## src/common/escTxPkg.sv

```systemverilog
package escTxPkg;

    //====================
    // Widths
    //====================

    parameter int EscByteWidth = 8;         // Bits per command or data byte
    parameter int LineWidth    = 3;         // Wires A, B, C

    //====================
    // Line states (A B C)
    //====================

    parameter logic [LineWidth-1:0] LineStop     = 3'b111;
    parameter logic [LineWidth-1:0] LineMark     = 3'b101;  // Entry and exit mark
    parameter logic [LineWidth-1:0] LineSpace    = 3'b000;  // Also the ULPS hold
    parameter logic [LineWidth-1:0] LineOne      = 3'b110;
    parameter logic [LineWidth-1:0] LineZero     = 3'b011;
    parameter logic [LineWidth-1:0] LineUlpsWake = 3'b100;

    //====================
    // Escape command codes
    //====================

    // Sent MSB first right after the entry sequence
    parameter logic [EscByteWidth-1:0] CmdLpdt     = 8'hE1;
    parameter logic [EscByteWidth-1:0] CmdUlps     = 8'h1E;

    // Triggers, one per TxTriggerEsc bit
    parameter logic [EscByteWidth-1:0] CmdTrigger0 = 8'h62;
    parameter logic [EscByteWidth-1:0] CmdTrigger1 = 8'h5D;
    parameter logic [EscByteWidth-1:0] CmdTrigger2 = 8'h21;
    parameter logic [EscByteWidth-1:0] CmdTrigger3 = 8'hA0;

endpackage

```

## src/escTx/escLaneCtrl.sv

```systemverilog
module escLaneCtrl
    import escTxPkg::*;
#(
    parameter int UlpsExitCycles = 4
) (
    input  logic                    TxClkEsc,
    input  logic                    RstN_EscClk,
    input  logic                    TxReqEsc,
    input  logic                    TxLpdtEsc,
    input  logic                    TxUlpsEsc,
    input  logic                    TxUlpsExit,
    input  logic                    TxValidEsc,
    input  logic [3:0]              TxTriggerEsc,
    input  logic [EscByteWidth-1:0] TxDataEsc,
    input  logic                    byteDone,
    input  logic                    bitValid,
    output logic                    loadByte,
    output logic [EscByteWidth-1:0] loadValue,
    output logic [LineWidth-1:0]    lineReq,
    output logic                    lineOverride,
    output logic                    TxReadyEsc,
    output logic                    LpTxEn,
    output logic                    Stopstate,
    output logic                    UlpsActiveNot
);

    localparam int WakeCntWidth = $clog2(UlpsExitCycles + 1);

    localparam logic [2:0] StStop       = 3'd0;
    localparam logic [2:0] StEntryMark  = 3'd1;
    localparam logic [2:0] StEntrySpace = 3'd2;
    localparam logic [2:0] StCommand    = 3'd3;
    localparam logic [2:0] StLpdtData   = 3'd4;
    localparam logic [2:0] StUlpsHold   = 3'd5;
    localparam logic [2:0] StUlpsWake   = 3'd6;
    localparam logic [2:0] StExitMark   = 3'd7;

    logic [2:0]              state;
    logic [2:0]              nextState;
    logic [EscByteWidth-1:0] cmdSel;
    logic [EscByteWidth-1:0] cmdCode;     // Command of the current escape
    logic [WakeCntWidth-1:0] wakeCnt;
    logic                    reqValid;
    logic                    wakeLast;

    //====================
    // Request decode
    //====================

    assign reqValid = TxReqEsc & (TxLpdtEsc | TxUlpsEsc | (|TxTriggerEsc));

    // LPDT over ULPS over triggers, lowest trigger first
    always_comb begin
        if (TxLpdtEsc)            cmdSel = CmdLpdt;
        else if (TxUlpsEsc)       cmdSel = CmdUlps;
        else if (TxTriggerEsc[0]) cmdSel = CmdTrigger0;
        else if (TxTriggerEsc[1]) cmdSel = CmdTrigger1;
        else if (TxTriggerEsc[2]) cmdSel = CmdTrigger2;
        else                      cmdSel = CmdTrigger3;
    end

    always_ff @(posedge TxClkEsc) begin
        if (state == StStop && reqValid) cmdCode <= cmdSel;
    end

    //====================
    // State machine
    //====================

    assign wakeLast = (wakeCnt == WakeCntWidth'(UlpsExitCycles - 1));

    always_comb begin
        nextState = state;
        case (state)
            StStop:       if (reqValid) nextState = StEntryMark;
            StEntryMark:  nextState = StEntrySpace;
            StEntrySpace: nextState = StCommand;     // Command byte loads here
            StCommand: begin
                if (byteDone) begin
                    if (cmdCode == CmdLpdt)      nextState = StLpdtData;
                    else if (cmdCode == CmdUlps) nextState = StUlpsHold;
                    else                         nextState = StExitMark;  // Trigger
                end
            end
            StLpdtData:   if (!TxReqEsc && !bitValid) nextState = StExitMark;
            StUlpsHold:   if (TxUlpsExit) nextState = StUlpsWake;
            StUlpsWake:   if (wakeLast) nextState = StStop;
            default:      nextState = StStop;             // Exit mark
        endcase
    end

    always_ff @(posedge TxClkEsc or negedge RstN_EscClk) begin
        if (!RstN_EscClk) begin
            state   <= StStop;
            wakeCnt <= '0;
        end else begin
            state   <= nextState;
            wakeCnt <= (state == StUlpsWake) ? wakeCnt + 1'b1 : '0;
        end
    end

    // Fixed line states outside of bit transmission
    always_comb begin
        lineOverride = 1'b1;
        lineReq      = LineSpace;
        case (state)
            StStop:                  lineReq = LineStop;
            StEntryMark, StExitMark: lineReq = LineMark;
            StUlpsWake:              lineReq = LineUlpsWake;
            StCommand, StLpdtData:   lineOverride = 1'b0;
            default:                 lineReq = LineSpace;
        endcase
    end

    // Byte transfer, only when the shifter is free or frees up now
    assign TxReadyEsc = (state == StLpdtData) & TxReqEsc & (~bitValid | byteDone);
    assign loadByte   = (state == StEntrySpace) | (TxReadyEsc & TxValidEsc);
    assign loadValue  = (state == StEntrySpace) ? cmdCode : TxDataEsc;

    // Status follows the state by one cycle, in step with LpTx
    always_ff @(posedge TxClkEsc or negedge RstN_EscClk) begin
        if (!RstN_EscClk) begin
            Stopstate     <= 1'b1;
            LpTxEn        <= 1'b0;
            UlpsActiveNot <= 1'b1;
        end else begin
            Stopstate     <= (state == StStop);
            LpTxEn        <= (state != StStop);
            UlpsActiveNot <= !(state == StUlpsHold || state == StUlpsWake);
        end
    end

endmodule

```

## src/escTx/escBitShifter.sv

```systemverilog
module escBitShifter
    import escTxPkg::*;
(
    input  logic                    TxClkEsc,
    input  logic                    RstN_EscClk,
    input  logic                    loadByte,
    input  logic [EscByteWidth-1:0] loadValue,
    input  logic                    bitDone,
    output logic                    curBit,
    output logic                    bitValid,
    output logic                    byteDone
);

    localparam int CntWidth = $clog2(EscByteWidth);

    logic [EscByteWidth-1:0] shiftReg;
    logic [CntWidth-1:0]     bitCnt;      // Index of the bit on curBit
    logic                    lastBit;

    assign curBit   = shiftReg[EscByteWidth-1];   // MSB first
    assign lastBit  = (bitCnt == CntWidth'(EscByteWidth - 1));
    assign byteDone = bitDone & lastBit;

    // Byte payload
    always_ff @(posedge TxClkEsc) begin
        if (loadByte) begin
            shiftReg <= loadValue;
        end else if (bitDone) begin
            shiftReg <= {shiftReg[EscByteWidth-2:0], 1'b0};
        end
    end

    always_ff @(posedge TxClkEsc or negedge RstN_EscClk) begin
        if (!RstN_EscClk) begin
            bitValid <= 1'b0;
            bitCnt   <= '0;
        end else if (loadByte) begin
            // A new byte may follow the last bit back to back
            bitValid <= 1'b1;
            bitCnt   <= '0;
        end else if (bitDone) begin
            bitCnt <= bitCnt + 1'b1;
            if (lastBit) begin
                bitValid <= 1'b0;
            end
        end
    end

endmodule

```

## src/escTx/escLineEncoder.sv

```systemverilog
module escLineEncoder
    import escTxPkg::*;
(
    input  logic                 TxClkEsc,
    input  logic                 RstN_EscClk,
    input  logic                 curBit,
    input  logic                 bitValid,
    input  logic [LineWidth-1:0] lineReq,
    input  logic                 lineOverride,
    output logic [LineWidth-1:0] LpTx,
    output logic                 bitDone
);

    logic                 spacePhase;   // Space half of the bit being selected
    logic                 bitActive;
    logic [LineWidth-1:0] lineNext;

    assign bitActive = bitValid & ~lineOverride;
    assign bitDone   = bitActive & spacePhase;

    always_comb begin
        if (lineOverride) begin
            lineNext = lineReq;
        end else if (!bitValid || spacePhase) begin
            lineNext = LineSpace;             // Also covers LPDT back-pressure
        end else begin
            lineNext = curBit ? LineOne : LineZero;
        end
    end

    always_ff @(posedge TxClkEsc or negedge RstN_EscClk) begin
        if (!RstN_EscClk) begin
            spacePhase <= 1'b0;
            LpTx       <= LineStop;
        end else begin
            spacePhase <= bitActive & ~spacePhase;
            LpTx       <= lineNext;
        end
    end

endmodule

```

## src/rtl/lpContentionDetect.sv

```systemverilog
module lpContentionDetect
    import escTxPkg::*;
(
    input  logic                 TxClkEsc,
    input  logic                 RstN_EscClk,
    input  logic [LineWidth-1:0] LpTx,
    input  logic                 LpTxEn,
    input  logic [LineWidth-1:0] LpRx,
    output logic                 ErrContentionLp0,
    output logic                 ErrContentionLp1
);

    // Per wire compare of driven and sampled levels
    always_ff @(posedge TxClkEsc or negedge RstN_EscClk) begin
        if (!RstN_EscClk) begin
            ErrContentionLp0 <= 1'b0;
            ErrContentionLp1 <= 1'b0;
        end else begin
            ErrContentionLp0 <= LpTxEn & (|(LpTx & ~LpRx));  // Driven high, read low
            ErrContentionLp1 <= LpTxEn & (|(~LpTx & LpRx));  // Driven low, read high
        end
    end

endmodule

```

## src/rtl/escTxTop.sv

```systemverilog
module escTxTop
    import escTxPkg::*;
#(
    parameter int UlpsExitCycles = 4
) (
    input  logic                    TxClkEsc,
    input  logic                    RstN_EscClk,
    input  logic                    TxReqEsc,
    input  logic                    TxLpdtEsc,
    input  logic                    TxUlpsEsc,
    input  logic                    TxUlpsExit,
    input  logic                    TxValidEsc,
    input  logic [3:0]              TxTriggerEsc,
    input  logic [EscByteWidth-1:0] TxDataEsc,
    input  logic [LineWidth-1:0]    LpRx,           // Sampled A B C
    output logic                    TxReadyEsc,
    output logic                    LpTxEn,
    output logic                    Stopstate,
    output logic                    UlpsActiveNot,
    output logic                    ErrContentionLp0,
    output logic                    ErrContentionLp1,
    output logic [LineWidth-1:0]    LpTx
);

    // Controller to shifter
    logic                    loadByte;
    logic [EscByteWidth-1:0] loadValue;
    logic                    byteDone;

    // Shifter to encoder
    logic                    bitValid;
    logic                    curBit;
    logic                    bitDone;

    // Controller to encoder
    logic [LineWidth-1:0]    lineReq;
    logic                    lineOverride;

    escLaneCtrl #(
        .UlpsExitCycles (UlpsExitCycles)
    ) laneCtrl (
        .TxClkEsc      (TxClkEsc),
        .RstN_EscClk   (RstN_EscClk),
        .TxReqEsc      (TxReqEsc),
        .TxLpdtEsc     (TxLpdtEsc),
        .TxUlpsEsc     (TxUlpsEsc),
        .TxUlpsExit    (TxUlpsExit),
        .TxValidEsc    (TxValidEsc),
        .TxTriggerEsc  (TxTriggerEsc),
        .TxDataEsc     (TxDataEsc),
        .byteDone      (byteDone),
        .bitValid      (bitValid),
        .loadByte      (loadByte),
        .loadValue     (loadValue),
        .lineReq       (lineReq),
        .lineOverride  (lineOverride),
        .TxReadyEsc    (TxReadyEsc),
        .LpTxEn        (LpTxEn),
        .Stopstate     (Stopstate),
        .UlpsActiveNot (UlpsActiveNot)
    );

    escBitShifter bitShifter (
        .TxClkEsc    (TxClkEsc),
        .RstN_EscClk (RstN_EscClk),
        .loadByte    (loadByte),
        .loadValue   (loadValue),
        .bitDone     (bitDone),
        .curBit      (curBit),
        .bitValid    (bitValid),
        .byteDone    (byteDone)
    );

    escLineEncoder lineEncoder (
        .TxClkEsc     (TxClkEsc),
        .RstN_EscClk  (RstN_EscClk),
        .curBit       (curBit),
        .bitValid     (bitValid),
        .lineReq      (lineReq),
        .lineOverride (lineOverride),
        .LpTx         (LpTx),
        .bitDone      (bitDone)
    );

    lpContentionDetect contentionDetect (
        .TxClkEsc         (TxClkEsc),
        .RstN_EscClk      (RstN_EscClk),
        .LpTx             (LpTx),
        .LpTxEn           (LpTxEn),
        .LpRx             (LpRx),
        .ErrContentionLp0 (ErrContentionLp0),
        .ErrContentionLp1 (ErrContentionLp1)
    );

endmodule

```

## config.mk

```make
export PLATFORM = sky130hd
export DESIGN_NAME = escTxTop
export DESIGN_NICKNAME = d
export VERILOG_FILES = /design/src/common/escTxPkg.sv /design/src/escTx/escLaneCtrl.sv /design/src/escTx/escBitShifter.sv /design/src/escTx/escLineEncoder.sv /design/src/rtl/lpContentionDetect.sv /design/src/rtl/escTxTop.sv
export SDC_FILE = /design/constraint.sdc
export NUM_CORES = 1
export LEC_CHECK = 0
export ABC_AREA = 1
export ABC_CLOCK_PERIOD_IN_PS = 2500
export BUFFER_PORTS_ARGS = -buffer_cell sky130_fd_sc_hd__buf_2
export CAP_MARGIN = 25
export CORE_ASPECT_RATIO = 1.2
export CORE_MARGIN = 3
export CORE_UTILIZATION = 50
export DETAILED_ROUTE_END_ITERATION = 8
export PLACE_DENSITY = 0.73
export SYNTH_ARGS = -nofsm -noshare
export SYNTH_HDL_FRONTEND = slang
export SYNTH_SLANG_ARGS = --single-unit
```

## constraint.sdc

```tcl
create_clock -name TxClkEsc -period 2.5 [get_ports TxClkEsc]
set_clock_uncertainty 0.1 [all_clocks]
set_input_delay 0.375 -clock TxClkEsc [delete_from_list [all_inputs] [get_ports TxClkEsc]]
set_output_delay 0.375 -clock TxClkEsc [all_outputs]
set_load 0.01 [all_outputs]
```

## Word level (Yosys, flattened, before mapping)

Cells that the tools add are included.

| storage, ports and cells | value |
|---|---|
| logic and storage cells | 94 |
| bits in registers | 35 |
| output and inout port bits | 9 |

| operators by class | value |
|---|---|
| $add $sub $neg | 2 |
| bitwise gates (word level) | 20 |
| equal/unequal tests | 16 |
| mux-type cells | 25 |
| reductions and logical operators | 18 |

Operators with widths:

| kind | count |
|---|---|
| $mux 8 | 7 |
| $mux 3 | 12 |
| $pmux 3 s7 | 1 |
| $eq 3x3->1 const B | 5 |
| $and 1x1->1 | 10 |
| $eq 3x2->1 const B | 3 |
| $pmux 3 s3 | 1 |
| $eq 8x5->1 const B | 1 |
| $eq 8x8->1 const B | 1 |
| $ne 2x1->1 const B | 4 |
| $add 3x1->3 const B | 2 |
| $and 3x3->3 | 2 |
| $not 3->3 | 2 |
| $reduce_or 3->1 | 2 |
| $reduce_and 5->1 | 1 |
| $or 1x1->1 | 4 |
| $reduce_bool 2->1 | 2 |
| $reduce_or 2->1 | 2 |
| $reduce_or 4->1 | 1 |
| $eq 3x1->1 const B | 1 |
| $logic_not 1->1 | 3 |
| $logic_not 3->1 | 1 |
| $mux 1 | 3 |
| $reduce_bool 3->1 | 1 |
| 6 further kinds | 9 |

## Depth between registers and ports, before layout

| depth | value |
|---|---|
| depth in word-level cells | 11 |
| gate-level depth with buffers | 11 |
| gate-level depth less buffers | 10 |

## Modules after synthesis

A second synthesis with hierarchy kept.

| unflattened totals | value |
|---|---|
| cells, all modules | 226 |
| area total of the unflattened synthesis | 1783.0 µm² |

Modules (own cells, without submodules):

| module | cells each | area each (µm²) | instances | sequential area each (µm²) |
|---|---|---|---|---|
| escLaneCtrl | 131 | 947.2 | 1 | 407.9 |
| escBitShifter | 56 | 543.0 | 1 | 340.3 |
| escLineEncoder | 19 | 172.7 | 1 | 103.8 |
| lpContentionDetect | 20 | 120.1 | 1 | 50.0 |

## Worst setup path after synthesis

No wires, ideal clock.

| path | value |
|---|---|
| path kind | register to register |
| start point | reg laneCtrl.state[1] |
| end point | reg bitShifter.shiftReg[0] (enable) |
| stages on the path, launching flop included | 11 |
| slack | 702 ps |
| path buffers | 1 |
| clock period less this slack | 1798 ps |
| arrival time | 1369 ps |
| path through | dfrtp_1 buf_6 nor2_2 nand2_1 nand2_2 nand4_2 nand2_2 nand3_4 nand2_2 inv_1 nand2_1 |

| between the ends | value |
|---|---|
| cells in the longest elaborated chain, start to end | 10 |

Ends and longest elaborated chain:

| item | line | source |
|---|---|---|
| start, declared | escLaneCtrl.sv:38 | `logic [2:0] state;` |
| start signal, assigned | escLaneCtrl.sv:94 | `state <= StStop;` |
| start signal, assigned | escLaneCtrl.sv:97 | `state <= nextState;` |
| $eq 3x2->1 or $eq 3x3->1 (tied branches) | escLaneCtrl.sv:106, escLaneCtrl.sv:116 |  |
| $reduce_or 2->1 | escLaneCtrl.sv:106 | `case (state)` |
| $and 1x1->1 | escLineEncoder.sv:18 | `assign bitActive = bitValid & ~lineOverride;` |
| $and 1x1->1 | escLineEncoder.sv:19 | `assign bitDone = bitActive & spacePhase;` |
| $and 1x1->1 | escBitShifter.sv:22 | `assign byteDone = bitDone & lastBit;` |
| $or 1x1->1 | escLaneCtrl.sv:116 | `assign TxReadyEsc = (state == StLpdtData) & TxReqEsc & (~bitValid \| byteDone);` |
| $and 1x1->1 | escLaneCtrl.sv:116 |  |
| $and 1x1->1 | escLaneCtrl.sv:117 | `assign loadByte = (state == StEntrySpace) \| (TxReadyEsc & TxValidEsc);` |
| $or 1x1->1 | escLaneCtrl.sv:117 |  |
| $reduce_bool 2->1 (no line) * | -- |  |
| end signal, assigned | escBitShifter.sv:27 | `shiftReg <= loadValue;` |
| end signal, assigned | escBitShifter.sv:29 | `shiftReg <= {shiftReg[EscByteWidth-2:0], 1'b0};` |
| end, declared | escBitShifter.sv:16 | `logic [EscByteWidth-1:0] shiftReg;` |

Mark *: on every way between the ends. The rest lies on a longest branch, timed or not.
A chain may end at the register's enable or synchronous reset.

## Worst setup path after layout

| path | value |
|---|---|
| start point | reg laneCtrl.state[1] |
| end point | out TxReadyEsc |

| between the ends | value |
|---|---|
| cells in the longest elaborated chain, start to end | 7 |

Ends and longest elaborated chain:

| item | line | source |
|---|---|---|
| $eq 3x2->1 or $eq 3x3->1 (tied branches) | escLaneCtrl.sv:106, escLaneCtrl.sv:116 |  |
| $reduce_or 2->1 | escLaneCtrl.sv:106 |  |
| $and 1x1->1 | escLineEncoder.sv:18 |  |
| $and 1x1->1 | escLineEncoder.sv:19 |  |
| $and 1x1->1 | escBitShifter.sv:22 |  |
| $or 1x1->1 | escLaneCtrl.sv:116 |  |
| $and 1x1->1 * | escLaneCtrl.sv:116 |  |
| end, declared | escTxTop.sv:16 | `output logic TxReadyEsc,` |

Marks and branches as above.

==> metrics.log <==
[metrics] run status: finished, final reports clean
[metrics] part of the power in the clock network: 13.9%
[metrics] fraction of synthesized cell area taken by the top area cell type: 24.9%
[metrics] number of unique standard cell types used by synthesis: 23
[metrics] half-perimeter wire length after placement: 2510 um
[metrics] final-layout fill cell count: 303
[metrics] number of top-level pins: 31
[metrics] synthesized area per cell: 8.27 um2
[metrics] Num Clock Sinks: 33
[metrics] number of nets at the end of the flow: 265
[metrics] Worst Hold Path EP: laneCtrl.cmdCode[6]$_SDFFCE_PP1P_
[metrics] arithmetic-cell share of the synthesized area counting full adders, half adders and majority gates: 2.97%
[metrics] die area: 4110 um2
[metrics] antenna violation net count after detailed routing: 0
[metrics] worst ir drop on vdd: 0.648 mV
[metrics] starting density of the core: 53.8%
[metrics] number of I/O port buffers: 30
[metrics] critical path class: flip-flop to output port
[metrics] Max Transition Viols Final: 0
[metrics] RSZ-0062 raised after global routing: no
[metrics] main combinational cell family by area after synthesis: simple AND/OR/NAND/NOR gates
[metrics] net switching share of the total power: 39.5%
[metrics] CTS clk-pin slew, worst paths: 0.09 ns
[metrics] worst min-delay path class: primary input to flip-flop
[metrics] PD cells: 1050 nW/um2
[metrics] required time reported for the critical path endpoint: 2.03 ns
[metrics] Seq cells post-synth: 33
[metrics] area fraction in compound gates after synthesis: 6.23%
[metrics] area of the placeable core: 3140 um2
[metrics] Gate Count Post-Synth: 204
[metrics] average routed wire per standard cell: 11.6 um
[metrics] area taken by multi-input logic gates: 627 um2
[metrics] global-route total usage across every layer: 17.8%
[metrics] DRC errors left: 0
[metrics] clock buffer depth: 2
[metrics] element type at the critical path end: output port
[metrics] ANT cells: 0
[metrics] FF-to-FF Start: laneCtrl.state[1]$_DFFE_PN0P_
[metrics] fraction of the mapped netlist area in simple logic gates: 27.4%
[metrics] Synth Area in XOR/XNOR: 0.519%
[metrics] achievable frequency: 0.458 GHz
[metrics] R2R cell count: 9
[metrics] leakage power of the design: 0.00100 uW
[metrics] Netlist Area Pre-Place: 1690 um2
[metrics] worst endpoint data arrival time: 1.71 ns
[metrics] FP Rows: 22
[metrics] maximum capacitance violations: 0
[metrics] proportion of synthesized chip area in sequential cells: 53.4%
[metrics] Final setup violation count: 0
[metrics] relative slew slack: 68.4%
[metrics] portion of total power attributed to combinational logic: 39.1%
[metrics] start point of the worst min-delay path: TxTriggerEsc[0]
[metrics] minimum clock period after layout: 2.19 ns
[metrics] share of async-settable or async-resettable flops after synthesis: 57.6%
[metrics] final wirelength: 3190 um
[metrics] dominant cell type by area after synthesis: edfxtp_1
[metrics] Primary FF master, synth: edfxtp_1
[metrics] Starting DRT DRC Count: 44
[metrics] die extent in y: 69.6 um
[metrics] routability-driven placement congestion ratio: 0.830
[metrics] worst slew pin tran: 0.472 ns
[metrics] post-CTS setup buffers: 0
[metrics] clock tree from TritonCTS: yes
[metrics] count of flip-flops with a built-in enable after synthesis: 14
[metrics] Tot Pwr: 2010 uW
[metrics] Ys Warns: 0
[metrics] net count after synthesis: 230
[metrics] leading post-synthesis cells by cell area: edfxtp_1 25%, dfrtp_1 21%, nand2_1 14%
[metrics] antenna violations before repair: 0
[metrics] internal power consumption: 1210 uW
[metrics] maximum number of pins on one net before global-route repair: 20
[metrics] number of CTS-inserted buffers: 5
[metrics] area growth from synthesis to layout: 13.6%
[metrics] Hold Path Stages: 3
[metrics] net switching component of the power: 792 uW
[metrics] number of hold violations in the final report: 0
[metrics] final hold slack: 0.253 ns
[metrics] Crit Reg-Reg Endpoint: bitShifter.shiftReg[1]$_DFFE_PP_
[metrics] fraction of final layout cells with drive strength greater than 1: 19.6%
[metrics] via count of the routed design: 1390
[metrics] vias per cell: 5.04
[metrics] fraction of synthesized area in multiplexers: 0%
[metrics] Register-to-Register Setup Slack: 0.34 ns
[metrics] number of iterations in the first detailed-routing pass: 4
[metrics] total global routing overflow: 0
[metrics] number of global-route vias before repair: 1339
[metrics] clock latency on the worst-skew pair: 0.33 ns
[metrics] final total negative setup slack: 0 ns
[metrics] most used standard cell by instance count after synthesis: nand2_1
[metrics] number of H-tree levels: 2
[metrics] power share of the sequential group: 47.0%
[metrics] clock root cell: clkbuf_4
[metrics] first-pass GRT wire length: 5530 um
[metrics] most common library cells after synthesis: 63 x nand2_1, 34 x inv_1, 25 x nor2_1
[metrics] Startpoint Class: flip-flop
[metrics] final period utilization: 87.4%
[metrics] largest fanout of any net on the critical path: 8
[metrics] area occupied by registers: 902 um2
[metrics] Die Span X: 59.0 um
worst max path at each step:
stage | from | end | slack [ns] | depth (start not counted)
after floorplan | laneCtrl.state[1]$_DFFE_PN0P_ | bitShifter.shiftReg[0]$_SDFFCE_PP0P_ | 0.70 | 10
after global placement | laneCtrl.state[1]$_DFFE_PN0P_ | bitShifter.shiftReg[5]$_DFFE_PP_ | 0.45 | 9
after detailed placement | laneCtrl.state[1]$_DFFE_PN0P_ | bitShifter.shiftReg[5]$_DFFE_PP_ | 0.36 | 9
after CTS | laneCtrl.state[1]$_DFFE_PN0P_ | TxReadyEsc | 0.31 | 5
after global routing | laneCtrl.state[1]$_DFFE_PN0P_ | bitShifter.shiftReg[1]$_DFFE_PP_ | 0.13 | 9
final | laneCtrl.state[1]$_DFFE_PN0P_ | TxReadyEsc | 0.31 | 5
sequential cells by signal, indices dropped and copies added, names as in the netlist:
signal	cells
bitShifter.bitCnt	3
laneCtrl.UlpsActiveNot	1
contentionDetect.ErrContentionLp1	1
lineEncoder.LpTx	3
laneCtrl.state	3
laneCtrl.cmdCode	6
laneCtrl.Stopstate	1
lineEncoder.spacePhase	1
bitShifter.bitValid	1
contentionDetect.ErrContentionLp0	1
laneCtrl.wakeCnt	3
laneCtrl.LpTxEn	1
bitShifter.shiftReg	8
cell families after synthesis:
group / after synthesis
buf+inv: 38
fa+ha+maj: 4
simple gates: 109
flops: 33
compound gates: 19
xor+xnor: 1
cell type report:
cell class / instances / share of cell area [%]
repair buffers: 32 / 8.74
multi-input cells: 133 / 32.7
well taps: 36 / 2.35
flip-flops and latches: 33 / 47.0
inverters: 34 / 6.65
clock buffers: 8 / 2.54
critical path, cell delays in order (launching register included):
cell	delay, ns
dfrtp_1	0.47
nor2_2	0.16
nand2_1	0.09
nor2_1	0.22
a21boi_0	0.26
buf_2	0.17
metal layers:
metal | wire [um] | part of all wire (%) | track usage (%)
met1 | 1270 | 40 | 19.7
met4 | 81 | 2.5 | 7.81
met3 | 206 | 6.5 | 5.77
met5 | 0 | 0 | 0
met2 | 1640 | 51 | 30.2
cell usage in the layout, fill, tap and decap left out, drive strengths merged:
cell type and count:
clkbuf 8, o221ai 1, dfstp 5, xor2 1, nor2 26, nand4 3, inv 34, o21ai 13
dfrtp 14, o211ai 1, edfxtp 14, buf 31, nand2 66, a21oi 2, o22ai 1, ha 4
nand3 14, dlygate4sd3 1, a21boi 1
power groups by stage:
stage / combinational (uW) / sequential (uW) / clock (uW)
4_1_cts: 793 / 944 / 285
2_1_floorplan: 577 / 956 / 0
5_1_grt: 919 / 970 / 311
6_report: 784 / 943 / 279
3_5_place_dp: 782 / 956 / 0
3_3_place_gp: 771 / 949 / 0
through the flow:
| stage | utilization, % | instance area (um2) | setup slack, ns | cells |
|---|---|---|---|---|
| after detailed placement | 59.3 | 1860 | 0.357 | 267 |
| after global placement | 59.3 | 1860 | 0.451 | 267 |
| after floorplan | - | 1690 | 0.702 | 204 |
| after CTS | 61.1 | 1920 | 0.305 | 276 |
| after global routing | 61.1 | 1920 | 0.129 | 276 |
| final | 61.1 | 1920 | 0.314 | 276 |
repair_timing:
item                      in CTS  in global routing
hold endpoints to repair      14                  0
resized for setup              0                  0
hold buffers                   1                  0
(Power assumes the default switching activity.)
